<file path="src/bus_pkg.sv">
// Bus transport definitions
package bus_pkg;

	// Transport widths
	localparam int addr_w = 32;
	localparam int data_w = 32;
	localparam int strb_w = 4;

	// Response codes
	localparam logic [1:0] resp_okay   = 2'd0;
	localparam logic [1:0] resp_slverr = 2'd2;
	localparam logic [1:0] resp_decerr = 2'd3;

	// Request record, 69 bits
	typedef struct packed {
		logic              write;
		logic [addr_w-1:0] addr;
		logic [data_w-1:0] wdata;
		logic [strb_w-1:0] strb;
	} bus_req_t;

	// Response record, 34 bits
	typedef struct packed {
		logic [data_w-1:0] rdata;
		logic [1:0]        resp;
	} bus_rsp_t;

endpackage
</file>
<file path="src/periph_pkg.sv">
// Peripheral address map
package periph_pkg;

	// Boot memory, 64 KiB window
	localparam logic [bus_pkg::addr_w-1:0] boot_base = 32'h0201_0000;
	localparam int boot_region_bits = 16;

	// Game pad reader
	localparam logic [bus_pkg::addr_w-1:0] pad_base = 32'h0200_0200;
	localparam int pad_region_bits = 2;

	// Cycle counter, low word at +0 and high word at +4
	localparam logic [bus_pkg::addr_w-1:0] cnt_base = 32'h0200_0300;
	localparam int cnt_region_bits = 3;

	// Boot memory sizing, aliased inside its window
	localparam int boot_depth   = 256;
	localparam int boot_index_w = 8;

	// Pad tick every 512 clocks
	localparam int pad_div_bits = 9;
	localparam int pad_buttons  = 8;

endpackage

</file>
<file path="src/pad_reader.sv">
// Serial game pad reader
`timescale 1ns/100ps

module pad_reader (
	input  logic                       clk_50mhz,
	input  logic                       resetn,
	output logic                       pad_clk,
	output logic                       pad_latch,
	input  logic                       pad0_data,
	input  logic                       pad1_data,
	input  logic                       pad_rd,
	output logic [bus_pkg::data_w-1:0] pad_rdata
);

	logic [periph_pkg::pad_div_bits-1:0] div;
	logic                                tick;
	logic [4:0]                          step;
	logic [4:0]                          step_next;
	logic                                scan_done;
	logic                                clk_phase;
	logic [periph_pkg::pad_buttons-1:0]  shift0;
	logic [periph_pkg::pad_buttons-1:0]  shift1;
	logic [periph_pkg::pad_buttons-1:0]  btn0;
	logic [periph_pkg::pad_buttons-1:0]  btn1;

	assign tick = &div;

	// Latch on step 0 then clock high on odd steps and low on even ones
	assign scan_done = step == 5'(2 * periph_pkg::pad_buttons + 1);
	assign step_next = scan_done ? 5'd0 : step + 5'd1;
	assign clk_phase = step_next[0] && (step_next != 5'(2 * periph_pkg::pad_buttons + 1));

	always_ff @(posedge clk_50mhz) begin
		if (!resetn) begin
			div <= '0;
			step <= 5'(2 * periph_pkg::pad_buttons + 1);
			pad_latch <= 1'b0;
			pad_clk <= 1'b0;
			btn0 <= '0;
			btn1 <= '0;
		end else begin
			div <= div + 1'b1;
			if (tick) begin
				step <= step_next;
				pad_latch <= step_next == 5'd0;
				pad_clk <= clk_phase;
				if (scan_done) begin
					btn0 <= shift0;
					btn1 <= shift1;
				end
			end
		end
	end

	// Sample just before the clock rises so the first bit lands in bit 0
	always_ff @(posedge clk_50mhz) begin
		if (tick && clk_phase) begin
			shift0 <= {~pad0_data, shift0[periph_pkg::pad_buttons-1:1]};
			shift1 <= {~pad1_data, shift1[periph_pkg::pad_buttons-1:1]};
		end
	end

	always_ff @(posedge clk_50mhz) begin
		if (pad_rd)
			pad_rdata <= {{(bus_pkg::data_w - 2 * periph_pkg::pad_buttons){1'b0}}, btn1, btn0};
	end

endmodule

</file>
<file path="config.mk">
export PLATFORM = sky130hd
export DESIGN_NAME = pad_reader
export DESIGN_NICKNAME = d
export VERILOG_FILES = /design/src/bus_pkg.sv /design/src/periph_pkg.sv /design/src/pad_reader.sv
export SDC_FILE = /design/constraint.sdc
export NUM_CORES = 1
export LEC_CHECK = 0
export BUFFER_PORTS_ARGS = -buffer_cell sky130_fd_sc_hd__buf_2
export CAP_MARGIN = 10
export CORE_ASPECT_RATIO = 1.2
export CORE_MARGIN = 1.5
export CORE_UTILIZATION = 50
export CTS_CLUSTER_DIAMETER = 30
export DETAILED_ROUTE_END_ITERATION = 8
export PLACE_DENSITY_LB_ADDON = 0.3
export SETUP_SLACK_MARGIN = 0.5
export SLEW_MARGIN = 20
export SYNTH_ARGS = -nofsm -noshare
export SYNTH_HDL_FRONTEND = slang
export SYNTH_SLANG_ARGS = --single-unit
</file>
<file path="constraint.sdc">
create_clock -name clk_50mhz -period 2.7 [get_ports clk_50mhz]
set_input_delay 0.54 -clock clk_50mhz [delete_from_list [all_inputs] [get_ports clk_50mhz]]
set_output_delay 0.54 -clock clk_50mhz [all_outputs]
set_load 0.1 [all_outputs]
</file>
Yosys cells after proc, flatten, opt, wreduce, memory -nomap -nowiden
Cells that the tools add are included.
W data, S select, Z words.
{"block": "totals", "reg_bits": 64, "out_inout_bits": 34, "wordCells": 21}
{"block": "classes", "n_addsub": 2, "eq_ne": 2, "mux": 1, "bitwise_logic": 2, "reduce_logical": 5}
{"operator": "$reduce_and A10 Y1", "count": 1}
{"operator": "$add A9 B1 Y9 const B", "count": 1}
{"operator": "$reduce_and A9 Y1", "count": 1}
{"operator": "$add A5 B1 Y5 const B", "count": 1}
{"operator": "$eq A5 B5 Y1 const B", "count": 1}
{"operator": "$logic_not A5 Y1", "count": 1}
{"operator": "$mux W5", "count": 1}
{"operator": "$ne A5 B5 Y1 const B", "count": 1}
{"operator": "$logic_and A1 B1 Y1", "count": 2}
{"operator": "$not A1 Y1", "count": 2}

Logic depth before layout (Yosys ltp)
{"block": "depth", "word_depth": 5, "depth_mapped": 9, "ltp_nobuf": 8}

Worst setup path before layout
Ideal clock, no wire load.
{"block": "synth_path", "kind": "register to register", "from": "register div[0] (netlist name)", "to": "register shift0[0] (netlist name) (enable)", "setup_ps": 401, "arrival_time_ps": 2529, "t_required_ps": 2299, "path_slack_ps": -229, "path_stages_with_launch": 8, "n_path_buf": 1, "period_less_slack_ps": 2929, "cell_sequence": "dfxtp_1 > ha_1 > nand3_1 > nor2_1 > ha_1 > clkbuf_1 > or3b_2 > a31oi_1"}
{"block": "synth_between", "elab_chain_cells": 2}
{"element": "start, declared", "line": "pad_reader.sv:15", "text": "logic [periph_pkg::pad_div_bits-1:0] div;"}
{"element": "start signal, assigned", "line": "pad_reader.sv:42", "text": "div <= div + 1'b1;"}
{"element": "$reduce_and A9 Y1", "line": "pad_reader.sv:26", "text": "assign tick = &div;"}
{"element": "named net tick", "line": "pad_reader.sv:16", "text": "logic tick;"}
{"element": "$logic_and A1 B1 Y1", "line": "pad_reader.sv:57", "text": "if (tick && clk_phase) begin"}
{"element": "end signal, assigned", "line": "pad_reader.sv:58", "text": "shift0 <= {~pad0_data, shift0[periph_pkg::pad_buttons-1:1]};"}
{"element": "end, declared", "line": "pad_reader.sv:21", "text": "logic [periph_pkg::pad_buttons-1:0] shift0;"}
The timed path passes the listed nets, and every way through them passes these cells.
A chain may end at the register's enable or synchronous reset.

Final worst setup path
{"block": "layout_path", "from": "register step[0]", "to": "register btn0[3] (netlist name)"}
{"block": "layout_between", "elab_chain_cells": 2}
{"element": "start, declared", "line": "pad_reader.sv:17", "text": "logic [4:0] step;"}
{"element": "start signal, assigned", "line": "pad_reader.sv:36", "text": "step <= 5'(2 * periph_pkg::pad_buttons + 1);"}
{"element": "start signal, assigned", "line": "pad_reader.sv:44", "text": "step <= step_next;"}
{"element": "$eq A5 B5 Y1", "line": "pad_reader.sv:29", "text": "assign scan_done = step == 5'(2 * periph_pkg::pad_buttons + 1);"}
{"element": "$reduce_and A10 Y1 (no line)"}
{"element": "end signal, assigned", "line": "pad_reader.sv:48", "text": "btn0 <= shift0;"}
{"element": "end, declared", "line": "pad_reader.sv:23", "text": "logic [periph_pkg::pad_buttons-1:0] btn0;"}
No other way between the ends.

==> reports/results.md <==
- outcome: finished, final reports clean
- fraction of final layout cells with drive strength greater than 1: 16.81%
- Bufs on Longest Clock Path: 2
- kind of launch point of the worst setup path: flop
- cell count after synthesis: 210
- hold-fix buffers at CTS: 0
- Layout Nets: 242
- Vias: 1472
- largest net degree at the start of global routing: 50
- post-layout min period: 1.989 ns
- input/output buffers: 22
- data arrival time of the critical path: 2.19 ns
- depth of the worst register-to-register path: 6
- Crit. End Element: flop
- slack of the worst reg-to-reg path: 0.71 ns
- drt first pass iters: 4
- setup repair after global routing missed its margin: no
- Sinks on Clock Net: 64
- area post-placement: 2567 µm²
- final weighted congestion in routability-driven placement: 0.8030
- die outline area: 5404 µm²
- Detailed Route WL: 3557 µm
- predominant post-synthesis flop cell: edfxtp_1
- clock latency at the later pin of the worst-skew pair: 0.33 ns
- cell taking the most area after synthesis: edfxtp_1
- TritonCTS Buffers: 9
- area share of the leading cell type in the synthesized netlist: 38.67%
- Worst Hold Slack: 0.4281 ns
- number of ports placed on the die boundary: 39
- pin slew with the least headroom to its limit: 0.7708 ns
- worst endpoint required time: 2.91 ns
- clock slew at the register clock pins of the worst setup and hold paths: 0.07 ns
- end point of the most critical hold path: pad_rdata[3]
- standard cell core area: 4696 µm²
- f_max: 0.5027 GHz
- relative max-transition margin: 48.61%
- DRC Markers: 0
- total number of H-tree levels: 3
- depth of the worst hold-timing path: 0
- worst min-delay path startpoint: btn0[3]
- Total Negative Setup Slacks: 0 ns
- max-cap viol count: 0
- commonest cells after routing, fill and taps aside: dfxtp_1, edfxtp_1, nand3_1
- vertical extent of the die: 80.23 µm
- count of warnings emitted by yosys: 0
- DRC marker count from the first detailed-route iteration: 85
- total standard cell area after synthesis: 2485 µm²
- register area share after synthesis: 64.45%
- setup-violating endpoint count in the final report: 0
- number of global-route vias before repair: 1298
- final setup skew: 0.005682 ns
- highest net fanout along the worst path: 32
- EDFF count, synth: 32
- Area Overhead vs Synth: 11.38%
- clock tree from TritonCTS: done
- number of hold violations in the final report: 0
- synthesized area divided by synthesized cell count: 11.83 µm²
- post-CTS setup buffer count: 0
- GRT Overall Usage: 14.76%
- ranking of synthesized cells by area: edfxtp_1, dfxtp_1, buf_4
- global-route congestion overflow total: 0
- Pwr Density: 707.3 nW/µm²
- number of flip-flops and latches in the synthesized netlist: 64
- critical register-to-register path startpoint: step[0]
- Final HPWL DP: 2241 µm
- Distinct cells, synth: 38
- Post-CTS Resized: 0
- number of pins with negative max-slew slack in the final report: 0
- worst min path class: reg -> reg
- effective utilization at floorplan: 52.92%
- Post-DRT Antenna Nets: 0
- capture point of the worst reg-to-reg path: btn0[3]
- Wirelength per Cell: 12.02 µm
- antenna violations before repair: 0
- post-detailed-route via-to-cell ratio: 4.973
- kind of critical path: reg -> reg
- Peak supply drop: 0.3683 mV
- post-route clock period utilization: 73.68%
- Power, Total: 1958 µW
- async set-reset flop share out of synthesis: 0%
- first-pass GRT wire length: 5754 µm
- final antenna diode count: 0
- final non-filler cell area: 2768 µm²
- Leakage Power: 0.001060 µW
- root buffer cell: clkbuf_8
- Die W: 67.36 µm
- std cell rows: 27
## power by group
part           switching (µW)  internal, µW
sequential               4.23          1020
clock                     336           418
combinational             164          12.5
total                     504          1450
## area by class of cell
type	instances	area (µm²)
clock buffer	11	131.4
clock inverter	5	48.80
fill	423	1928
inverter	4	15.01
multi-input combinational	129	753.2
sequential	64	1602
tap	58	72.57
timing repair buffer	25	145.1
## metrics by stage
step	util (%)	worst slack (ns)	instances
2_1_floorplan	-	0.5274	225
3_3_place_gp	54.68	0.5472	279
3_5_place_dp	54.68	0.4991	279
4_1_cts	58.51	0.5030	295
5_1_grt	58.94	0.5597	296
6_report	58.94	0.7107	296
## logic make-up after synthesis
group                    count (synthesis)  share of synthesized area, %
AND/OR/NAND/NOR                         69                         14.60
flip-flops                              64                         64.45
buffers and inverters                   32                         8.308
AO/OA/AOI/OAI                           31                         7.251
XOR/XNOR                                 8                         2.820
adder cells (fa/ha/maj)                  4                         2.014
other                                    1                        0.1509
multiplexers                             1                        0.4028
## worst max-delay path: stages, from the launching register on
cell and delay [ns]:
dfxtp_1 0.45, ha_1 0.20, and4bb_1 0.30, or4b_1 0.45
buf_4 0.24, nand3_1 0.12, o21ai_1 0.09
## worst max path at each step
stage,startpoint,slack (ns),to,depth (start not counted)
finish,step[0],0.71,btn0[3],6
global placement,div[0],0.55,shift0[0],6
floorplan,div[0],0.53,shift0[0],7
detailed placement,div[0],0.50,shift1[3],6
global route,step[0],0.56,btn0[3],6
CTS,div[0],0.50,shift1[1],6
## metal layers
layer / GRT usage (%) / up-vias / share of wire, %
li1: - / 746 / -
met5: 0 / - / 0
met1: 17.68 / 680 / 44
met4: 9.796 / 0 / 2.0
met3: 4.482 / 7 / 5.0
met2: 22.57 / 39 / 49
## sequential cells by signal, summed over array words and instances (netlist names)
name,flops
btn0,8
btn1,8
div,9
pad_clk,1
pad_latch,1
pad_rdata,16
shift0,8
shift1,8
step,5
## synth_stat cells, types with 2 or more instances
cell type	n
nor2b_1	4
o21ai_1	16
nand2b_1	2
a21oi_1	3
inv_1	4
edfxtp_1	32
dfxtp_1	32
buf_2	3
nand2_1	19
a21boi_0	2
clkbuf_1	6
buf_6	3
xor2_1	3
nand3_1	23
xnor2_1	5
nor2_1	3
or3_1	2
o21ai_0	3
ha_1	4
and2_1	7
buf_4	16
nand4_1	2
Note: power is estimated with default switching activity, not from simulation.
