<file path="config.mk">
export PLATFORM = sky130hd
export DESIGN_NAME = bus_slice
export DESIGN_NICKNAME = d
export VERILOG_FILES = /design/src/bus_slice.sv
export SDC_FILE = /design/constraint.sdc
export NUM_CORES = 1
export LEC_CHECK = 0
export ABC_CLOCK_PERIOD_IN_PS = 1580
export BUFFER_PORTS_ARGS = -buffer_cell sky130_fd_sc_hd__buf_2
export CAP_MARGIN = 20
export CORE_AREA = 4 4 41 43
export CTS_CLUSTER_SIZE = 8
export DETAILED_ROUTE_END_ITERATION = 12
export DIE_AREA = 0 0 45 47
export PLACE_DENSITY = 0.37
export SYNTH_ARGS = -nofsm -noshare
export SYNTH_HDL_FRONTEND = slang
export SYNTH_SLANG_ARGS = --single-unit
</file>
<file path="constraint.sdc">
create_clock -name clk_50mhz -period 1.58 [get_ports clk_50mhz]
set_clock_uncertainty 0.05 [all_clocks]
set_input_delay 0.158 -clock clk_50mhz [delete_from_list [all_inputs] [get_ports clk_50mhz]]
set_output_delay 0.158 -clock clk_50mhz [all_outputs]
set_load 0.02 [all_outputs]
</file>
<file path="src/bus_slice.sv">
// Valid/ready skid buffer
`timescale 1ns/100ps

module bus_slice #(
	parameter type payload_t = logic
) (
	input  logic     clk_50mhz,
	input  logic     resetn,
	input  logic     in_valid,
	output logic     in_ready,
	input  payload_t in_data,
	output logic     out_valid,
	input  logic     out_ready,
	output payload_t out_data
);

	logic     in_fire;
	logic     skid_valid;
	logic     skid_next;
	logic     out_valid_next;
	payload_t skid_data;

	assign in_fire = in_valid && in_ready;

	// Output register loads when free, otherwise the item parks in the skid entry
	always_comb begin
		out_valid_next = out_valid;
		skid_next = skid_valid;
		if (!out_valid || out_ready) begin
			out_valid_next = skid_valid || in_fire;
			skid_next = 1'b0;
		end else if (in_fire) begin
			skid_next = 1'b1;
		end
	end

	always_ff @(posedge clk_50mhz) begin
		if (!resetn) begin
			out_valid <= 1'b0;
			skid_valid <= 1'b0;
			in_ready <= 1'b0;
		end else begin
			out_valid <= out_valid_next;
			skid_valid <= skid_next;
			in_ready <= !skid_next;
		end
	end

	always_ff @(posedge clk_50mhz) begin
		if (!out_valid || out_ready)
			out_data <= skid_valid ? skid_data : in_data;
		if (in_fire && out_valid && !out_ready)
			skid_data <= in_data;
	end

endmodule

</file>
## After elaboration in Yosys (flattened, before gate mapping)

Index checks and enable logic that the tools add are counted.

- Input port bits: 5
- Flip-flop bits (word level): 5
- Word-level logic and storage cells: 16
- Output and inout bits: 3

- Reduce and logical (&&, ||, !) cells: 8
- Multiplexer cells: 3

Operators by type and width:

| operator | count |
|---|---|
| logical AND 1 bit | 3 |
| zero test 1 bit | 3 |
| 2-to-1 mux 1 bit | 3 |
| logical OR 1 bit | 2 |

## Logic depth before layout (Yosys ltp)

Gate-level depths: netlist of the first run.

- Depth in word-level cells: 4
- Gate-level depth with buffers: 2
- Gate-level depth less buffers: 2

## Worst setup path before layout of the first run

No wires, ideal clock.

- Path type: register to register
- From: reg out_valid
- To: reg skid_data, enable pin
- Cell stages (with the launch flop): 3
- Data required time: 1.232 ns
- Data arrival time: 0.665 ns
- Clock period less this slack: 1.014 ns
- Buffers on the path: 0
- Setup time: 0.298 ns
- Setup slack: 0.566 ns
- Path through: dfxtp_1 nand2b_4 nor2_1

- Longest elaborated chain between the ends: 2

RTL lines:

| item | line | RTL |
|---|---|---|
| start, declared | 12 | `output logic out_valid,` |
| start signal, assigned | 43 | `out_valid <= out_valid_next;` |
| logical AND 1 bit (2 in series) | 52 | `if (in_fire && out_valid && !out_ready)` |
| end signal, assigned | 53 | `skid_data <= in_data;` |
| end, declared | 21 | `payload_t skid_data;` |

No other way between the ends.
A chain may end at the register's enable or synchronous reset.

## Worst setup path in the final report of the first run

- From: reg out_valid
- To: out out_valid

No word-level cell between the ends.

==> flow_summary.ini, run 1 <==
[sta]
slew_headroom_pct = 89.3
setup_viol = 0
rsz0062_at_grt = no
finalWorstSetupSlack_ps = 581
setup-tns-final_ps = 0
fmax_mhz = 1000
report.final.hold_viol_count = 0
fin_crit_ps = 999
finalCritPeriodShare_pct = 63.2
worst_pin_slew_ps = 160
drv_slew = 0

[routing]
vias = 137
wirelength_um = 332
wl_per_cell_um = 8.51
drtPass1Iterations = 2
drt_iter0_drc = 1
avgViaCountPerCell = 3.51
drc = 0
ant_nets = 0

[power_and_ir_drop]
powerDensity_nw_per_um2 = 1190
finalPower_w = 0.000320
ir_drop_uv = 353
power.leakage_nw = 0.109

[place]
dpl.cell_count = 35
portBuffers = 7
gp_congestion = 0.639
dpl_worst_slack_ps = 593

[die]
boundaryPins = 8
core_area_um2 = 1300
rows = 13
die_h_um = 47
die_w_um = 45
start_util_pct = 14.5
die_area_um2 = 2120

[logic_synthesis]
ys_types = 10
syn-num-nets = 18
syn_inst = 13
yosysTopAreaCell = dfxtp_1
netlist_area_um2 = 189
yosys_warnings = 0
avgSynthCellArea_um2 = 14.5
yosys_register_bits = 5
synth_seq_area_share_pct = 63.6
yosysTopAreaCellShare_pct = 31.8
synthTopCellsByArea = dfxtp_1, edfxtp_1, nand2b_4, nor3b_2, mux2_2

[clock_network]
cts.hold.buffers_added = 0
htree_levels = 1
clkLatencyLatePin_ps = 240
clock_path_buffers = 2
cts_buffers = 3
cts.sinks = 5
post_cts_buffers = 0
clk_pin_slew_ps = 50
cts_root_buf = clkbuf_4
tritoncts = yes
cts_resized = 0

[worst_setup_path]
end_kind = output pin
crit_chain = buf_2
crit_slowest_cell = dfxtp_1
crit_fanout = 2
worst-path-buf-inv = 1
cp.arrival_ps = 790
cp.required_ps = 1370
critPathMaxStageDelay_ps = 370
worstSetupStartpointType = flop
cpLargestDelayFamily = flip-flops
worstSetupPathType = reg -> out

[grt]
grt_max_degree = 6
gr-usage-all-layers_pct = 4.68
grt-ovfl-total = 0
grt_pass1_wl_um = 621
first_global_vias = 152
antenna_found_initial = 0

[cells_and_area]
drive_above_1_share_pct = 58.3
antenna_cells = 0
nets = 30
final_cells = 39
area_delta_synth_final_pct = 42.4

[outcome]
status = finished clean

[min_path]
hp-class = in -> reg

[flow_run]
maxCapViolations = 0
## cells by family (layout without fill, tap and decap cells)
logic type,after synthesis,count (layout),share of synthesized area (%)
and+or+nand+nor,4,4,17.9
DFF,5,5,63.6
AOI/OAI and AO/OA,3,3,12.6
buffers and inverters,0,11,0
muxes,1,1,5.96
## cell usage in the layout, fill, tap and decap left out
cell,n
edfxtp_1,2
clkbuf_1,1
nor3b_2,1
mux2_2,1
nor2_1,1
o21a_1,1
nand2_1,1
clkbuf_4,3
a21oi_2,1
dfxtp_1,3
a21boi_0,1
buf_2,7
nand2b_4,1
## through the flow
stage | area, µm² | hold WS (ps) | utilization (%)
floorplan | 189 | 207 | -
global placement | 243 | 303 | 18.7
detailed placement | 243 | 302 | 18.7
CTS | 269 | 49.2 | 20.7
global route | 269 | 54.0 | 20.7
finish | 269 | 57.3 | 20.7
## per-layer routing
layer / part of all wire [%] / track usage (%)
met2: 35 / 4.52
met5: 0 / 0
met4: 0 / 5.26
met1: 48 / 5.53
met3: 17 / 3.83
## flip-flops by register name, indices dropped and copies added (netlist names)
register    cells
in_ready        1
out_data        1
out_valid       1
skid_data       1
skid_valid      1
## power breakdown
| part | internal (W) | switching (W) | total, W | leakage, nW |
|---|---|---|---|---|
| Combinational | 0.0000128 | 0.0000143 | 0.0000271 | 0.0502 |
| Clock | 0.0000956 | 0.0000537 | 0.000149 | 0.0150 |
| Sequential | 0.000140 | 0.00000328 | 0.000143 | 0.0442 |
## final timing paths
kind / startpoint / to / slack, ps / depth (start not counted)
max: out_valid$_SDFFE_PN0P_ / out_valid / 580 / 1
max reg2reg: skid_valid$_SDFF_PN0_ / out_data$_DFFE_PP_ / 590 / 1
min: in_data / skid_data$_DFFE_PP_ / 60 / 1
min reg2reg: out_valid$_SDFFE_PN0P_ / skid_valid$_SDFF_PN0_ / 470 / 2
## cell usage after synthesis
library cell and number:
a21boi_0 1, a21oi_2 1, dfxtp_1 3, edfxtp_1 2, mux2_2 1, nand2_1 1
nand2b_4 1, nor2_1 1, nor3b_2 1, o21a_1 1
## layout make-up
type	count	area, µm²
sequential	5	120
multi-input combinational	8	68.8
timing repair buffer	7	35.0
clock buffer	4	26.3
tap	15	18.8
fill	146	1030
Power figures use the tool's default switching activity.
==> run 2, diff against run 1 <==
--- a/config.mk
+++ b/config.mk
@@ -5,14 +5,14 @@
 export SDC_FILE = /design/constraint.sdc
 export NUM_CORES = 1
 export LEC_CHECK = 0
-export ABC_CLOCK_PERIOD_IN_PS = 1580
+export ABC_CLOCK_PERIOD_IN_PS = 810
 export BUFFER_PORTS_ARGS = -buffer_cell sky130_fd_sc_hd__buf_2
 export CAP_MARGIN = 20
 export CORE_AREA = 4 4 41 43
 export CTS_CLUSTER_SIZE = 8
 export DETAILED_ROUTE_END_ITERATION = 12
 export DIE_AREA = 0 0 45 47
-export PLACE_DENSITY = 0.37
+export PLACE_DENSITY = 0.38
 export SYNTH_ARGS = -nofsm -noshare
 export SYNTH_HDL_FRONTEND = slang
 export SYNTH_SLANG_ARGS = --single-unit
==> constraint.sdc (replaced) <==
create_clock -name clk_50mhz -period 0.81 [get_ports clk_50mhz]
set_clock_uncertainty 0.05 [all_clocks]
set_input_delay 0.081 -clock clk_50mhz [delete_from_list [all_inputs] [get_ports clk_50mhz]]
set_output_delay 0.081 -clock clk_50mhz [all_outputs]
set_load 0.02 [all_outputs]
==> run 2 against run 1 <==
Effect of this change: the run now ends with setup timing left; via count rose by 12%; core utilization increased by 6.0 points; power grew 100%; register-to-register slack worse by 700 ps; final area grew 29%; non-clock buffer count grew 3; critical path type is now reg -> reg.
==> flow_summary.ini, run 2 (synthesized netlist as in run 1, its figures left out) <==
[flow_run]
maxCapViolations = 0

[sta]
finalCritPeriodShare_pct = 113
rsz0062_at_grt = yes
slew_headroom_pct = 91.3
report.final.hold_viol_count = 0
setup_viol = 8
worst_pin_slew_ps = 130
fin_crit_ps = 919
drv_slew = 0
finalWorstSetupSlack_ps = -109
fmax_mhz = 1090

[routing]
wl_per_cell_um = 9.10
drc = 0
drt_iter0_drc = 1
drtPass1Iterations = 2
ant_nets = 0
vias = 154
wirelength_um = 382
avgViaCountPerCell = 3.67

[power_and_ir_drop]
switching_share_pct = 23.0
power.leakage_nw = 0.138
ir_drop_uv = 632
p_sw_w = 0.000151
powerDensity_nw_per_um2 = 1890
comb_power_share_pct = 12.3
p_int_w = 0.000504
pwr-share-seq_pct = 42.9
power_frac_clock_pct = 44.8

[place]
dpl_worst_slack_ps = -102
portBuffers = 7
place_area_um2 = 260
gp_congestion = 0.612

[cells_and_area]
mostFrequentLayoutCells = buf_2, buf_6, clkbuf_4, dfxtp_4, edfxtp_1
final_design_area_no_fill_um2 = 347
register_area_um2 = 129
drive_above_1_share_pct = 77.8
multi_input_area_um2 = 90.1
finish.utilization_pct = 26.6
area_delta_synth_final_pct = 83.4
fillers = 150
antenna_cells = 0
nets = 33

[grt]
first_global_vias = 161
gr-usage-all-layers_pct = 4.76
grt-ovfl-total = 0
grt_pass1_wl_um = 621
antenna_found_initial = 0
grt_max_degree = 6

[worst_setup_path]
worstSetupPathType = reg -> reg
cp.required_ps = 750
cpLargestDelayFamily = flip-flops
critPathLaunch = skid_valid$_SDFF_PN0_
r2r_start = skid_valid$_SDFF_PN0_
critPathMaxStageDelay_ps = 330
reg2reg_depth = 1
end_kind = flop
crit_chain = mux2_4
crit_path_end = out_data$_DFFE_PP_
worstSetupStartpointType = flop
rrSetupSlack_ps = -110
crit_slowest_cell = dfxtp_2
r2r_end = out_data$_DFFE_PP_
cp.arrival_ps = 860
worstSetupPathDepth = 1
worst-path-buf-inv = 0
crit_fanout = 2

[clock_network]
clk_pin_slew_ps = 50
cts_root_buf = clkbuf_4
htree_levels = 1
cts_buffers = 3
cts.sinks = 5
clkLatencyLatePin_ps = 240
tritoncts = yes
clock_path_buffers = 2

[outcome]
violations = setup timing
status = complete, but fails checks

[die]
die_h_um = 47
boundaryPins = 8
start_util_pct = 14.5
rows = 13
die_area_um2 = 2120
core_area_um2 = 1300
die_w_um = 45

[min_path]
hp-start = resetn
hp-class = in -> reg
==> run 2: routing by layer <==
layer  track usage, %  vias to the layer above  routed length [µm]
met5                0                        -                   0
met4             1.75                        0                   0
met3             6.13                        0                  46
met2             4.80                        8                 132
met1             5.52                       72                 203
li1                 -                       74                   -
==> run 2: power by group through the flow <==
stage	Combinational, W	Clock, W	Sequential [W]
detailed placement	0.0000553	0	0.000283
finish	0.0000803	0.000294	0.000281
floorplan	0.0000199	0	0.000296
CTS	0.0000740	0.000305	0.000280
global placement	0.0000554	0	0.000283
global route	0.0000857	0.000320	0.000282
==> run 2: worst min path at each step <==
stage	cells past startpoint	endpoint
2_1_floorplan	0	skid_data$_DFFE_PP_
3_3_place_gp	1	skid_data$_DFFE_PP_
3_5_place_dp	1	skid_data$_DFFE_PP_
4_1_cts	2	in_ready$_SDFF_PN0_
6_report	2	in_ready$_SDFF_PN0_
5_1_grt	2	in_ready$_SDFF_PN0_
==> run 2: cell type report <==
cell class                      instances  share of cell area, %
Clock buffer                            4                   7.58
Multi-Input combinational cell          8                   26.0
Sequential cell                         5                   37.2
Tap cell                               15                   5.42
Timing Repair Buffer                   10                   23.8
==> run 2: what timing repair did <==
item	4_1_cts	5_1_grt
hold endpoints to repair	1	0
setup endpoints to repair	8	8
hold buffers	1	0
buffers inserted	1	0
gates resized for setup	9	4
pin swaps	1	1
==> run 2: through the flow <==
stage          hold slack (ps)  setup TNS (ps)  total power (W)  instances
3_5_place_dp               233            -225         0.000339         36
2_1_floorplan              130            -187         0.000316         13
3_3_place_gp               232            -212         0.000339         36
5_1_grt                   18.9            -564         0.000687         42
6_report                  21.0            -330         0.000655         42
4_1_cts                   14.7            -354         0.000659         42
==> run 3, diff against run 2 <==
--- a/config.mk
+++ b/config.mk
@@ -12,7 +12,7 @@
 export CTS_CLUSTER_SIZE = 8
 export DETAILED_ROUTE_END_ITERATION = 12
 export DIE_AREA = 0 0 45 47
-export PLACE_DENSITY = 0.38
+export PLACE_DENSITY = 0.44
 export SYNTH_ARGS = -nofsm -noshare
 export SYNTH_HDL_FRONTEND = slang
 export SYNTH_SLANG_ARGS = --single-unit
==> run 3 against run 2 <==
Effect of this change: the run still ends with setup timing left; fmax up 0.57%; clock power down 3%; final area down 5.8%; critical path depth unchanged; die area unchanged; power down 2.8%; first-iteration DRC count rose to 4.0 times the previous value; largest power group unchanged.
==> flow_summary.ini, run 3 (synthesized netlist as in run 1, its figures left out) <==
[place]
portBuffers = 7
gp_congestion = 0.649
dpl.cell_count = 36

[clock_network]
cts_root_buf = clkbuf_4
clk_pin_slew_ps = 40
clkLatencyLatePin_ps = 240
cts.sinks = 5
htree_levels = 1
post_cts_buffers = 0
tritoncts = yes
cts_buffers = 3
clock_path_buffers = 2

[cells_and_area]
area_delta_synth_final_pct = 72.8
final_common_cell = buf_2
final_cells = 41
nets = 32
antenna_cells = 0
drive_above_1_share_pct = 73.1
finish.utilization_pct = 25.1
mostFrequentLayoutCells = buf_2, clkbuf_4, dfxtp_4, edfxtp_1, buf_6

[worst_setup_path]
worstSetupStartpointType = flop
critPathMaxStageDelay_ps = 330
cp.arrival_ps = 850
crit_chain = mux2_4
end_kind = flop
cpLargestDelayFamily = flip-flops
crit_slowest_cell = dfxtp_2
worst-path-buf-inv = 0
cp.required_ps = 750
crit_fanout = 2
worstSetupPathType = reg -> reg

[sta]
fmax_mhz = 1090
finalCritPeriodShare_pct = 113
setup_viol = 6
fin_crit_ps = 914
report.final.hold_viol_count = 0
slew_headroom_pct = 91.2
worst_hold_slack_ps = 21.9
worst_pin_slew_ps = 132
rsz0062_at_grt = yes
finalWorstSetupSlack_ps = -104
drv_slew = 0

[die]
core_area_um2 = 1300
die_h_um = 47
rows = 13
start_util_pct = 14.5
die_area_um2 = 2120
boundaryPins = 8
die_w_um = 45

[min_path]
hp-class = in -> reg

[routing]
drc = 0
vias = 149
ant_nets = 0
wirelength_um = 374
wl_per_cell_um = 9.12
drtPass1Iterations = 2
drt_iter0_drc = 4
avgViaCountPerCell = 3.63

[power_and_ir_drop]
ir_drop_uv = 1060
power.leakage_nw = 0.129
finalPower_w = 0.000636
powerDensity_nw_per_um2 = 1950

[outcome]
violations = setup timing
status = complete, but fails checks

[grt]
gr-usage-all-layers_pct = 5.63
grt_pass1_wl_um = 662
grt-ovfl-total = 0
first_global_vias = 161
grt_max_degree = 6
antenna_found_initial = 0

[flow_run]
maxCapViolations = 0
==> run 3: routing by layer <==
layer	share of wire [%]	wire (µm)	vias to the layer above	GRT usage (%)
met1	41	153	64	5.28
met3	17	62	2	6.90
met4	3.2	12	0	5.26
li1	-	-	74	-
met2	39	146	9	5.93
met5	0	0	-	0
==> run 3: where the power goes <==
group          switching, W  total [W]  internal [W]
clock network     0.0000990   0.000285      0.000186
registers        0.00000820   0.000279      0.000271
logic             0.0000325  0.0000719     0.0000394
total              0.000140   0.000636      0.000497
==> run 3: cell type report <==
cell class / count / area (µm²)
clock buffer: 4 / 26.3
fill: 155 / 975
multi-input combinational: 8 / 87.6
sequential: 5 / 129
tap: 15 / 18.8
timing repair buffer: 9 / 65.1
==> run 3: worst paths after layout <==
check                                             from               endpoint  slack, ps  cells past startpoint
worst max-delay path             skid_valid$_SDFF_PN0_     out_data$_DFFE_PP_       -100                      1
worst min-delay path                            resetn    in_ready$_SDFF_PN0_         20                      2
worst min register to register  out_valid$_SDFFE_PN0P_  skid_valid$_SDFF_PN0_        500                      2
worst max register to register   skid_valid$_SDFF_PN0_     out_data$_DFFE_PP_       -100                      1
==> run 3: metrics by stage <==
stage | cell area [µm²] | setup WS, ps | TNS, ps
2_1_floorplan | 199 | -103 | -187
3_3_place_gp | 260 | -102 | -204
3_5_place_dp | 260 | -106 | -275
4_1_cts | 319 | -108 | -394
5_1_grt | 327 | -134 | -558
6_report | 327 | -104 | -304
==> run 3: timing repair <==
item,in CTS,in global routing
hold buffers,1,0
resized for setup,7,2
setup endpoints to repair,8,8
hold endpoints to repair,1,0
pin swaps,3,1
