<file path="src/bus_pkg.sv">
// Bus transport definitions
package bus_pkg;

	// Transport widths
	localparam int addr_w = 32;
	localparam int data_w = 32;
	localparam int strb_w = 4;

	// Response codes
	localparam logic [1:0] resp_okay   = 2'd0;
	localparam logic [1:0] resp_slverr = 2'd2;
	localparam logic [1:0] resp_decerr = 2'd3;

	// Request record, 69 bits
	typedef struct packed {
		logic              write;
		logic [addr_w-1:0] addr;
		logic [data_w-1:0] wdata;
		logic [strb_w-1:0] strb;
	} bus_req_t;

	// Response record, 34 bits
	typedef struct packed {
		logic [data_w-1:0] rdata;
		logic [1:0]        resp;
	} bus_rsp_t;

endpackage
</file>
<file path="src/periph_pkg.sv">
// Peripheral address map
package periph_pkg;

	// Boot memory, 64 KiB window
	localparam logic [bus_pkg::addr_w-1:0] boot_base = 32'h0201_0000;
	localparam int boot_region_bits = 16;

	// Game pad reader
	localparam logic [bus_pkg::addr_w-1:0] pad_base = 32'h0200_0200;
	localparam int pad_region_bits = 2;

	// Cycle counter, low word at +0 and high word at +4
	localparam logic [bus_pkg::addr_w-1:0] cnt_base = 32'h0200_0300;
	localparam int cnt_region_bits = 3;

	// Boot memory sizing, aliased inside its window
	localparam int boot_depth   = 256;
	localparam int boot_index_w = 8;

	// Pad tick every 512 clocks
	localparam int pad_div_bits = 9;
	localparam int pad_buttons  = 8;

endpackage

</file>
<file path="src/target_router.sv">
// Address decode and target routing
`timescale 1ns/100ps

module target_router (
	input  logic                                clk_50mhz,
	input  logic                                resetn,
	input  logic                                req_valid,
	output logic                                req_ready,
	input  bus_pkg::bus_req_t                   req_data,
	output logic                                rsp_valid,
	input  logic                                rsp_ready,
	output bus_pkg::bus_rsp_t                   rsp_data,
	output logic                                ram_en,
	output logic                                ram_we,
	output logic [periph_pkg::boot_index_w-1:0] ram_index,
	output logic [bus_pkg::data_w-1:0]          ram_wdata,
	output logic [bus_pkg::strb_w-1:0]          ram_strb,
	input  logic [bus_pkg::data_w-1:0]          ram_rdata,
	output logic                                cnt_rd,
	output logic                                cnt_word,
	input  logic [bus_pkg::data_w-1:0]          cnt_rdata,
	output logic                                pad_rd,
	input  logic [bus_pkg::data_w-1:0]          pad_rdata
);

	logic                       req_fire;
	logic                       hit_boot;
	logic                       hit_pad;
	logic                       hit_cnt;
	logic [1:0]                 dec_resp;
	logic                       iss_valid;
	logic                       iss_ram;
	logic                       iss_cnt;
	logic                       iss_pad;
	logic [1:0]                 iss_resp;
	logic                       cap_load;
	logic [bus_pkg::data_w-1:0] cap_rdata;

	// Region match on the upper address bits
	assign hit_boot = req_data.addr[bus_pkg::addr_w-1:periph_pkg::boot_region_bits] ==
		periph_pkg::boot_base[bus_pkg::addr_w-1:periph_pkg::boot_region_bits];
	assign hit_pad = req_data.addr[bus_pkg::addr_w-1:periph_pkg::pad_region_bits] ==
		periph_pkg::pad_base[bus_pkg::addr_w-1:periph_pkg::pad_region_bits];
	assign hit_cnt = req_data.addr[bus_pkg::addr_w-1:periph_pkg::cnt_region_bits] ==
		periph_pkg::cnt_base[bus_pkg::addr_w-1:periph_pkg::cnt_region_bits];

	always_comb begin
		if (hit_boot)
			dec_resp = bus_pkg::resp_okay;
		else if (hit_cnt || hit_pad)
			dec_resp = req_data.write ? bus_pkg::resp_slverr : bus_pkg::resp_okay;
		else
			dec_resp = bus_pkg::resp_decerr;
	end

	// Issue stage moves only when the pending item can be captured
	assign cap_load = iss_valid && (!rsp_valid || rsp_ready);
	assign req_ready = !iss_valid || cap_load;
	assign req_fire = req_valid && req_ready;

	// Target strobes
	assign ram_en = req_fire && hit_boot;
	assign ram_we = req_data.write;
	assign ram_index = req_data.addr[periph_pkg::boot_index_w+1:2];
	assign ram_wdata = req_data.wdata;
	assign ram_strb = req_data.strb;
	assign cnt_rd = req_fire && hit_cnt && !req_data.write;
	assign cnt_word = req_data.addr[2];
	assign pad_rd = req_fire && hit_pad && !req_data.write;

	// Read data is zero for writes and errors
	always_comb begin
		if (iss_ram)
			cap_rdata = ram_rdata;
		else if (iss_cnt)
			cap_rdata = cnt_rdata;
		else if (iss_pad)
			cap_rdata = pad_rdata;
		else
			cap_rdata = '0;
	end

	always_ff @(posedge clk_50mhz) begin
		if (!resetn) begin
			iss_valid <= 1'b0;
			rsp_valid <= 1'b0;
		end else begin
			if (req_ready)
				iss_valid <= req_valid;
			if (cap_load)
				rsp_valid <= 1'b1;
			else if (rsp_ready)
				rsp_valid <= 1'b0;
		end
	end

	always_ff @(posedge clk_50mhz) begin
		if (req_fire) begin
			iss_ram <= hit_boot && !req_data.write;
			iss_cnt <= cnt_rd;
			iss_pad <= pad_rd;
			iss_resp <= dec_resp;
		end
		if (cap_load) begin
			rsp_data.rdata <= cap_rdata;
			rsp_data.resp <= iss_resp;
		end
	end

endmodule

</file>
<file path="config.mk">
export PLATFORM = sky130hd
export DESIGN_NAME = target_router
export DESIGN_NICKNAME = d
export VERILOG_FILES = /design/src/bus_pkg.sv /design/src/periph_pkg.sv /design/src/target_router.sv
export SDC_FILE = /design/constraint.sdc
export NUM_CORES = 1
export LEC_CHECK = 0
export ABC_AREA = 1
export ABC_CLOCK_PERIOD_IN_PS = 2630
export BUFFER_PORTS_ARGS = -buffer_cell sky130_fd_sc_hd__buf_2
export CORE_AREA = 2 2 99 101
export DETAILED_ROUTE_END_ITERATION = 8
export DIE_AREA = 0 0 101 103
export PLACE_DENSITY = 0.76
export SLEW_MARGIN = 20
export SYNTH_ARGS = -nofsm -noshare
export SYNTH_HDL_FRONTEND = slang
export SYNTH_SLANG_ARGS = --single-unit
export TNS_END_PERCENT = 100
</file>
<file path="constraint.sdc">
create_clock -name clk_50mhz -period 2.63 [get_ports clk_50mhz]
set_clock_uncertainty 0.05 [all_clocks]
set_input_delay 0 -clock clk_50mhz [delete_from_list [all_inputs] [get_ports clk_50mhz]]
set_output_delay 0 -clock clk_50mhz [all_outputs]
set_load 0.01 [all_outputs]
</file>
# Yosys cells after proc, flatten, opt, wreduce, memory -nomap -nowiden
# Cells that the tools add are included.
[word_totals]
ff_bits = 41
in_bits = 169
elab_cells = 33
[op_classes]
n_eq_ne = 3
muxes = 7
reduce_logical = 15
[ops]
columns = ["operator", "count"]
rows = [
  ["32-bit 2-to-1 mux", 3],
  ["30-bit by 24-bit equality test with 1-bit output (second input constant)", 1],
  ["29-bit by 23-bit equality test with 1-bit output (second input constant)", 1],
  ["16-bit by 10-bit equality test with 1-bit output (second input constant)", 1],
  ["1-bit logical AND", 8],
  ["2-bit 2-to-1 mux", 2],
  ["1-bit logical NOT", 3],
  ["1-bit logical OR", 3],
  ["1-bit 2-to-1 mux", 2],
  ["2-bit nonzero test", 1],
]

# Depth between registers and ports, before layout
# Gate-level depths: netlist of run 1.
[depth]
depth_word = 7
mapped_depth = 8
mapped_depth_nobuf = 8

# Worst setup path before layout of run 1
# OpenSTA, ideal clock, no wires.
[synth_timing]
kind = "reg-to-reg"
startpoint = "register rsp_valid"
endpoint = "register rsp_data[0] (netlist name), enable pin"
setup_ns = 0.437
arrival_time_ns = 2.076
required_time_ns = 2.143
setup_slack_ns = 0.067
stages_incl_launch_ff = 2
path_buffers = 0
path_cell_list = "dfxtp_1 -> a21oi_1"
[synth_between]
elab_chain_len = 3
[synth_rtl]
columns = ["item", "line", "text"]
rows = [
  ["from (decl)", "target_router.sv:10", "output logic rsp_valid,"],
  ["from (signal assigned)", "target_router.sv:86", "rsp_valid <= 1'b0;"],
  ["from (signal assigned)", "target_router.sv:91", "rsp_valid <= 1'b1;"],
  ["from (signal assigned)", "target_router.sv:93", "rsp_valid <= 1'b0;"],
  ["1-bit logical NOT", "target_router.sv:57", "assign cap_load = iss_valid && (!rsp_valid || rsp_ready);"],
  ["1-bit logical OR", "target_router.sv:57", ""],
  ["1-bit logical AND", "target_router.sv:57", ""],
  ["net cap_load", "target_router.sv:36", "logic cap_load;"],
  ["to (decl)", "target_router.sv:12", "output bus_pkg::bus_rsp_t rsp_data,"],
]
# The timed path passes the listed nets, and every way through them passes these cells.
# A chain may end at the register's enable or synchronous reset.

# Worst setup path in the final report of run 1
[layout_timing]
startpoint = "register rsp_valid"
endpoint = "output port cnt_rd"
[layout_between]
elab_chain_len = 7
[layout_rtl]
columns = ["item", "line", "text"]
rows = [
  ["1-bit logical NOT", "target_router.sv:57", ""],
  ["1-bit logical OR", "target_router.sv:57", ""],
  ["1-bit logical AND", "target_router.sv:57", ""],
  ["1-bit logical OR", "target_router.sv:58", "assign req_ready = !iss_valid || cap_load;"],
  ["1-bit logical AND", "target_router.sv:59", "assign req_fire = req_valid && req_ready;"],
  ["1-bit logical AND (2 in a row)", "target_router.sv:67", "assign cnt_rd = req_fire && hit_cnt && !req_data.write;"],
  ["to (decl)", "target_router.sv:19", "output logic cnt_rd,"],
]
# No other way between the ends.

==> out/results.ini, run 1 <==
[status]
outcome=complete, no violations

[clocking]
clk_latency_ns=0.28
clockRootBuffer=clkbuf_8
clk_pin_slew_ns=0.08
clockBufferDepth=2
clock_sinks=41
cts-resized-gates=0
cts_tree=built
holdBufCountCts=71
post-cts-setup-buffers=0
ctsHtreeMaxLevel=2
cts_buffers=5

[timing]
max_freq_mhz=678.5
rsz0062_at_grt=false
final.period_utilization_pct=56.04
tightest_slew_ns=0.5396
setup-tns-final_ns=0
slew-limit-headroom_pct=64.03
hold_viol=0
finalCriticalPeriod_ns=1.474
maxSlewViolCount=0
setup_violations=0

[cells_and_area]
regArea_um2=1211
drive_gt1_share_pct=40.55
final_nets=644
area_growth_syn_to_layout_pct=57.41
antenna_cells=0
multi_input_area_um2=784.5
fillers=876
fin_cells=590

[floorplanning]
fp-row-count=36
die_y_um=103
dieArea_um2=10400
core-area_um2=9459
pin_count=254
start_util_pct=26.52
die_w_um=101

[placement]
routabilityCongestion=0.9086
dpl.hpwl_um=5858
port_buffers=179
numPlacedInstances=511

[synthesis]
syn_area_um2=2509
synth_flop_cell=edfxtp_1
yosys_warnings=0
synth_fp_nets=444
yosysUniqueCellTypes=21
yosysTopAreaCell=edfxtp_1
synth_top_area_share_pct=46.68
syn_avg_cell_area_um2=9.122
synth_edf_count=39
synth_commonest_cells=buf_4, nand2_1, edfxtp_1
synthCells=275
ys_seq_area_share_pct=48.28
yosys_register_bits=41
synthArstFlopShare_pct=0
ys_top_cells_by_area=edfxtp_1, buf_4, a22oi_1

[routing]
firstDrtPassIters=4
drt-total-wl_um=8347
drcViolationCount=0
vias_per_cell=4.536
wire_per_inst_um=14.15
vias=2676
detail-route-antenna-nets=0
first_iter_violations=41

[critical_path]
cp_cell_sequence=nand3_2 -> nand2_1 -> or2_1 -> nor2_1 -> buf_2
crit_buf_inv=1
worst-setup-path-type=flip-flop to primary output
path_max_fanout=4
cpLargestDelayFamily=simple AND/OR/NAND/NOR gates
arrival_ns=1.42
crit_required_ns=2.58
slowest_stage=dfxtp_1
endpoint_kind=primary output
worst_path_largest_cell_delay_ns=0.37
start_kind=flip-flop

[min_path]
hp-class=primary input to flip-flop

[grt]
overflow=0
grt_pass1_vias=2488
antenna_found_initial=0
grt_pass1_wl_um=11500
grt_usage_pct=14.30
grt_max_degree=51

[pwr]
pwr-share-comb_pct=24.2
p_clk_share_pct=25.5
internal_power_w=0.001134
power.switching_w=0.0003859
ir_worst_vdd_uv=161.1
p_sw_share_pct=25.39
seq_power_share_pct=50.3
power.density_nw_per_um2=384.9
leakage_nw=1.820

[job]
drv_cap=0

==> worst paths after layout <==
path                               startpoint           end  slack, ns  cells after the start
worst min-delay path            pad_rdata[12]  rsp_data[14]       0.02                      3
worst max register to register        iss_cnt   rsp_data[8]       1.17                      3
worst max-delay path                rsp_valid        cnt_rd       1.16                      5
worst min register to register    iss_resp[1]   rsp_data[1]       0.38                      0
==> worst register-to-register path: stages (launching register included) <==
cell and delay [ns]:
edfxtp_1 0.47, nor2_8 0.43, a22oi_1 0.20, o21ai_1 0.16
==> power groups by stage <==
| stage | combinational, W | sequential (W) | clock, W |
|---|---|---|---|
| finish | 0.000368 | 0.000764 | 0.000388 |
| global route | 0.000403 | 0.000767 | 0.000441 |
| CTS | 0.000368 | 0.000764 | 0.000418 |
| detailed placement | 0.000264 | 0.000779 | 0 |
| global placement | 0.000255 | 0.000778 | 0 |
| floorplan | 0.000163 | 0.000791 | 0 |
==> sequential cells by signal, summed over array words and instances, names as in the netlist <==
| register | flops |
|---|---|
| rsp_valid | 1 |
| iss_pad | 1 |
| rsp_data | 34 |
| iss_valid | 1 |
| iss_cnt | 1 |
| iss_resp | 2 |
| iss_ram | 1 |
==> final cells by class <==
class | count | area share (%)
tap | 114 | 3.612
clock inverter | 2 | 0.2535
timing repair buffer | 253 | 41.57
sequential | 41 | 30.67
clock buffer | 6 | 1.838
multi-input combinational | 151 | 19.87
inverter | 23 | 2.186
==> routing by layer <==
metal / global-route usage, % / wire length, um / up-vias
met5: 0 / 0 / -
met4: 3.846 / 90 / 0
met3: 3.525 / 684 / 10
met2: 29.69 / 4600 / 168
met1: 13.83 / 2972 / 1206
li1: - / - / 1292
==> kinds of logic after synthesis <==
group                  count (synthesis)  share of synthesized area, %
DFF                                   41                         48.28
buffers and inverters                 83                         20.90
and+or+nand+nor                       84                         14.26
AOI/OAI and AO/OA                     67                         16.56
==> layout by cell type, fill, tap and decap left out, types with 5 or more instances in the layout <==
master	synthesis	layout
a22oi_1	32	32
o21ai_1	30	30
inv_1	23	23
nor2_1	23	23
buf_2	5	179
nand3_1	7	7
dlygate4sd3_1	0	71
clkbuf_8	0	5
nand2_1	47	47
edfxtp_1	39	39
==> stage by stage <==
stage                power, W  cell area [um2]  worst slack (ns)  hold WS, ns  util, %
floorplan           0.0009547             2509           0.06736      0.04177        -
CTS                  0.001550             3949             1.101     0.004926    41.75
global route         0.001611             3949            0.9895     0.002998    41.75
detailed placement   0.001043             3156             1.139     -0.04993    33.36
global placement     0.001033             3156             1.196     -0.04993    33.36
finish               0.001520             3949             1.156      0.01954    41.75
No activity file was read; power rests on OpenSTA's default activity.
==> run 2, diff against run 1 <==
--- a/config.mk
+++ b/config.mk
@@ -6,7 +6,7 @@
 export NUM_CORES = 1
 export LEC_CHECK = 0
 export ABC_AREA = 1
-export ABC_CLOCK_PERIOD_IN_PS = 2630
+export ABC_CLOCK_PERIOD_IN_PS = 1300
 export BUFFER_PORTS_ARGS = -buffer_cell sky130_fd_sc_hd__buf_2
 export CORE_AREA = 2 2 99 101
 export DETAILED_ROUTE_END_ITERATION = 8
==> constraint.sdc (replaced) <==
create_clock -name clk_50mhz -period 1.3 [get_ports clk_50mhz]
set_clock_uncertainty 0.05 [all_clocks]
set_input_delay 0 -clock clk_50mhz [delete_from_list [all_inputs] [get_ports clk_50mhz]]
set_output_delay 0 -clock clk_50mhz [all_outputs]
set_load 0.01 [all_outputs]
==> run 2 against run 1 <==
  * The run now ends with negative setup slack left
  * Wire length up 5.7%
  * Register-to-register slack worse by 1.2 ns
  * Clock-buffer cell count down 1
  * Design area up 10%
  * Utilization up 4.2 points
  * Non-clock buffer count up 13
  * Power up 140%
  * Sequential cell count unchanged
  * Largest cell class unchanged
  * Largest power group unchanged
==> out/results.ini, run 2 (same netlist as run 1, synthesis figures left out) <==
[placement]
dpl.hpwl_um=5937  ; +1.4%
numPlacedInstances=512  ; +0.20%
routabilityCongestion=0.7712  ; -15%
dpl_cell_area_um2=3178  ; +0.71%
port_buffers=179  ; unchanged

[timing]
maxSlewViolCount=0  ; unchanged
setup_ws_ns=-0.08383  ; -1.240 ns
finalCriticalPeriod_ns=1.384
rsz0062_at_grt=true
max_freq_mhz=722.6
slew-limit-headroom_pct=81.95  ; +18 points
hold_viol=0  ; unchanged
final.period_utilization_pct=106.4
tightest_slew_ns=0.2707  ; -0.2688 ns
setup-tns-final_ns=-0.1802  ; -0.1802 ns
setup_violations=3  ; +3

[grt]
overflow=0  ; unchanged
grt_max_degree=65  ; +27%
grt_pass1_vias=2709  ; +8.9%
grt_usage_pct=15.10  ; +0.81 points
grt_pass1_wl_um=12210  ; +6.2%
antenna_found_initial=0  ; unchanged

[status]
violations=negative setup slack
outcome=finished, violations left

[clocking]
clk_pin_slew_ns=0.08  ; about the same
clockBufferDepth=2  ; unchanged
clk_latency_ns=0.28  ; about the same
clockRootBuffer=clkbuf_8
ctsHtreeMaxLevel=2  ; unchanged
cts_buffers=5  ; unchanged
clock_sinks=41  ; unchanged
cts_tree=built

[job]
drv_cap=0  ; unchanged

[cells_and_area]
regMostFlops=rsp_data
area_growth_syn_to_layout_pct=73.22
fin_cells=604  ; +2.4%
drive_gt1_share_pct=48.57  ; +8.0 points
final_common_cell=buf_2
finalCoreUtilization_pct=45.94  ; +4.2 points
final_nets=658  ; +2.2%
final_design_area_no_fill_um2=4345  ; +10%
largest_reg_flops=34  ; unchanged
largestRegisters=rsp_data: 34 flops, iss_resp: 2 flops
layout_common_cells=buf_2, dlygate4sd3_1, nand2_1, edfxtp_1, o21ai_1
antenna_cells=0  ; unchanged
fillers=903  ; +3.1%

[critical_path]
cp-startpoint=rsp_valid
crit_required_ns=1.25  ; -1.33 ns
endpoint_kind=primary output
path_max_fanout=3  ; -1
r2r_setup_slack_ns=-0.02  ; -1.19 ns
regToRegEndpoint=rsp_data[32]
start_kind=flip-flop
arrival_ns=1.33  ; -0.09 ns
r2r-start=iss_cnt
reg2reg_depth=5  ; +2
worst-setup-path-type=flip-flop to primary output

[pwr]
power.density_nw_per_um2=827.3  ; +110%
leakage_nw=1.938  ; +6.5%
ir_worst_vdd_uv=515.3  ; +220%

[floorplanning]
start_util_pct=26.52  ; unchanged
die_w_um=101  ; unchanged
core-area_um2=9459  ; unchanged
die_y_um=103  ; unchanged
fp-row-count=36  ; unchanged
dieArea_um2=10400  ; unchanged
pin_count=254  ; unchanged

[min_path]
hold_path_depth=3  ; unchanged
worstHoldStart=pad_rdata[14]
hp-class=primary input to flip-flop
hold_path_end=rsp_data[16]

[routing]
drt-total-wl_um=8825  ; +5.7%
wire_per_inst_um=14.61  ; +3.3%
detail-route-antenna-nets=0  ; unchanged
firstDrtPassIters=4  ; unchanged
vias=2760  ; +3.1%
vias_per_cell=4.570  ; +0.75%
drcViolationCount=0  ; unchanged
first_iter_violations=77  ; +88%

-- run 2: cell count changes in the layout (fill, tap and decap cells not counted), moves of 3 or more --
cell and delta:
buf_12 +3, buf_6 +7, dlygate4sd3_1 +3, a22oi_2 +27
a22oi_1 -27
-- run 2: layout make-up --
type	count	area [um2]	area share, %
repair buffers	266	1823	41.95
multi-input cells	152	940.9	21.65
flip-flops and latches	41	1216	27.99
clock buffers	5	68.82	1.584
inverters	23	88.84	2.044
well taps	114	142.6	3.282
clock inverters	3	65.06	1.497
-- run 2: worst max path at each step --
stage / endpoint / cells after the start
2_1_floorplan: rsp_data[0] / 1
3_3_place_gp: rsp_data[3] / 3
3_5_place_dp: rsp_data[32] / 3
4_1_cts: cnt_rd / 6
5_1_grt: pad_rd / 5
6_report: pad_rd / 5
-- run 2: report_power, final --
| group | switching [W] | internal (W) |
|---|---|---|
| sequential | 0.0000183 | 0.00152 |
| combinational | 0.000389 | 0.000458 |
| clock | 0.000446 | 0.000763 |
-- run 2: metal layers --
metal	part of all wire (%)	vias to the layer above	global-route usage [%]
met3	7.8	10	3.322
met1	35	1265	14.43
met4	1.2	0	4.678
met2	56	160	31.59
met5	0	-	0
li1	-	1325	-
-- run 2: what timing repair did --
action / CTS / global route
resized for setup: 6 / 41
cloned: 1 / 0
buffers inserted: 9 / 0
hold buffers: 74 / 0
hold endpoints to repair: 72 / 0
pin swaps: 4 / 15
endpoints found under the setup margin: 34 / 30
-- run 2: critical path, cell delays in order, from the launching register on --
cell,delay (ns)
dfxtp_4,0.35
nand3_2,0.09
nand2_2,0.07
or2_1,0.22
nor2_1,0.16
buf_2,0.16
-- run 2: per-stage QoR --
step	total power, W	worst slack (ns)	hold slack (ns)
6_report	0.003595	-0.08383	0.0007169
5_1_grt	0.003765	-0.1818	0.003854
4_1_cts	0.003574	-0.1017	0.0003329
3_5_place_dp	0.002117	-0.1572	-0.04993
3_3_place_gp	0.002101	-0.07850	-0.04993
2_1_floorplan	0.001934	-0.1171	0.04177
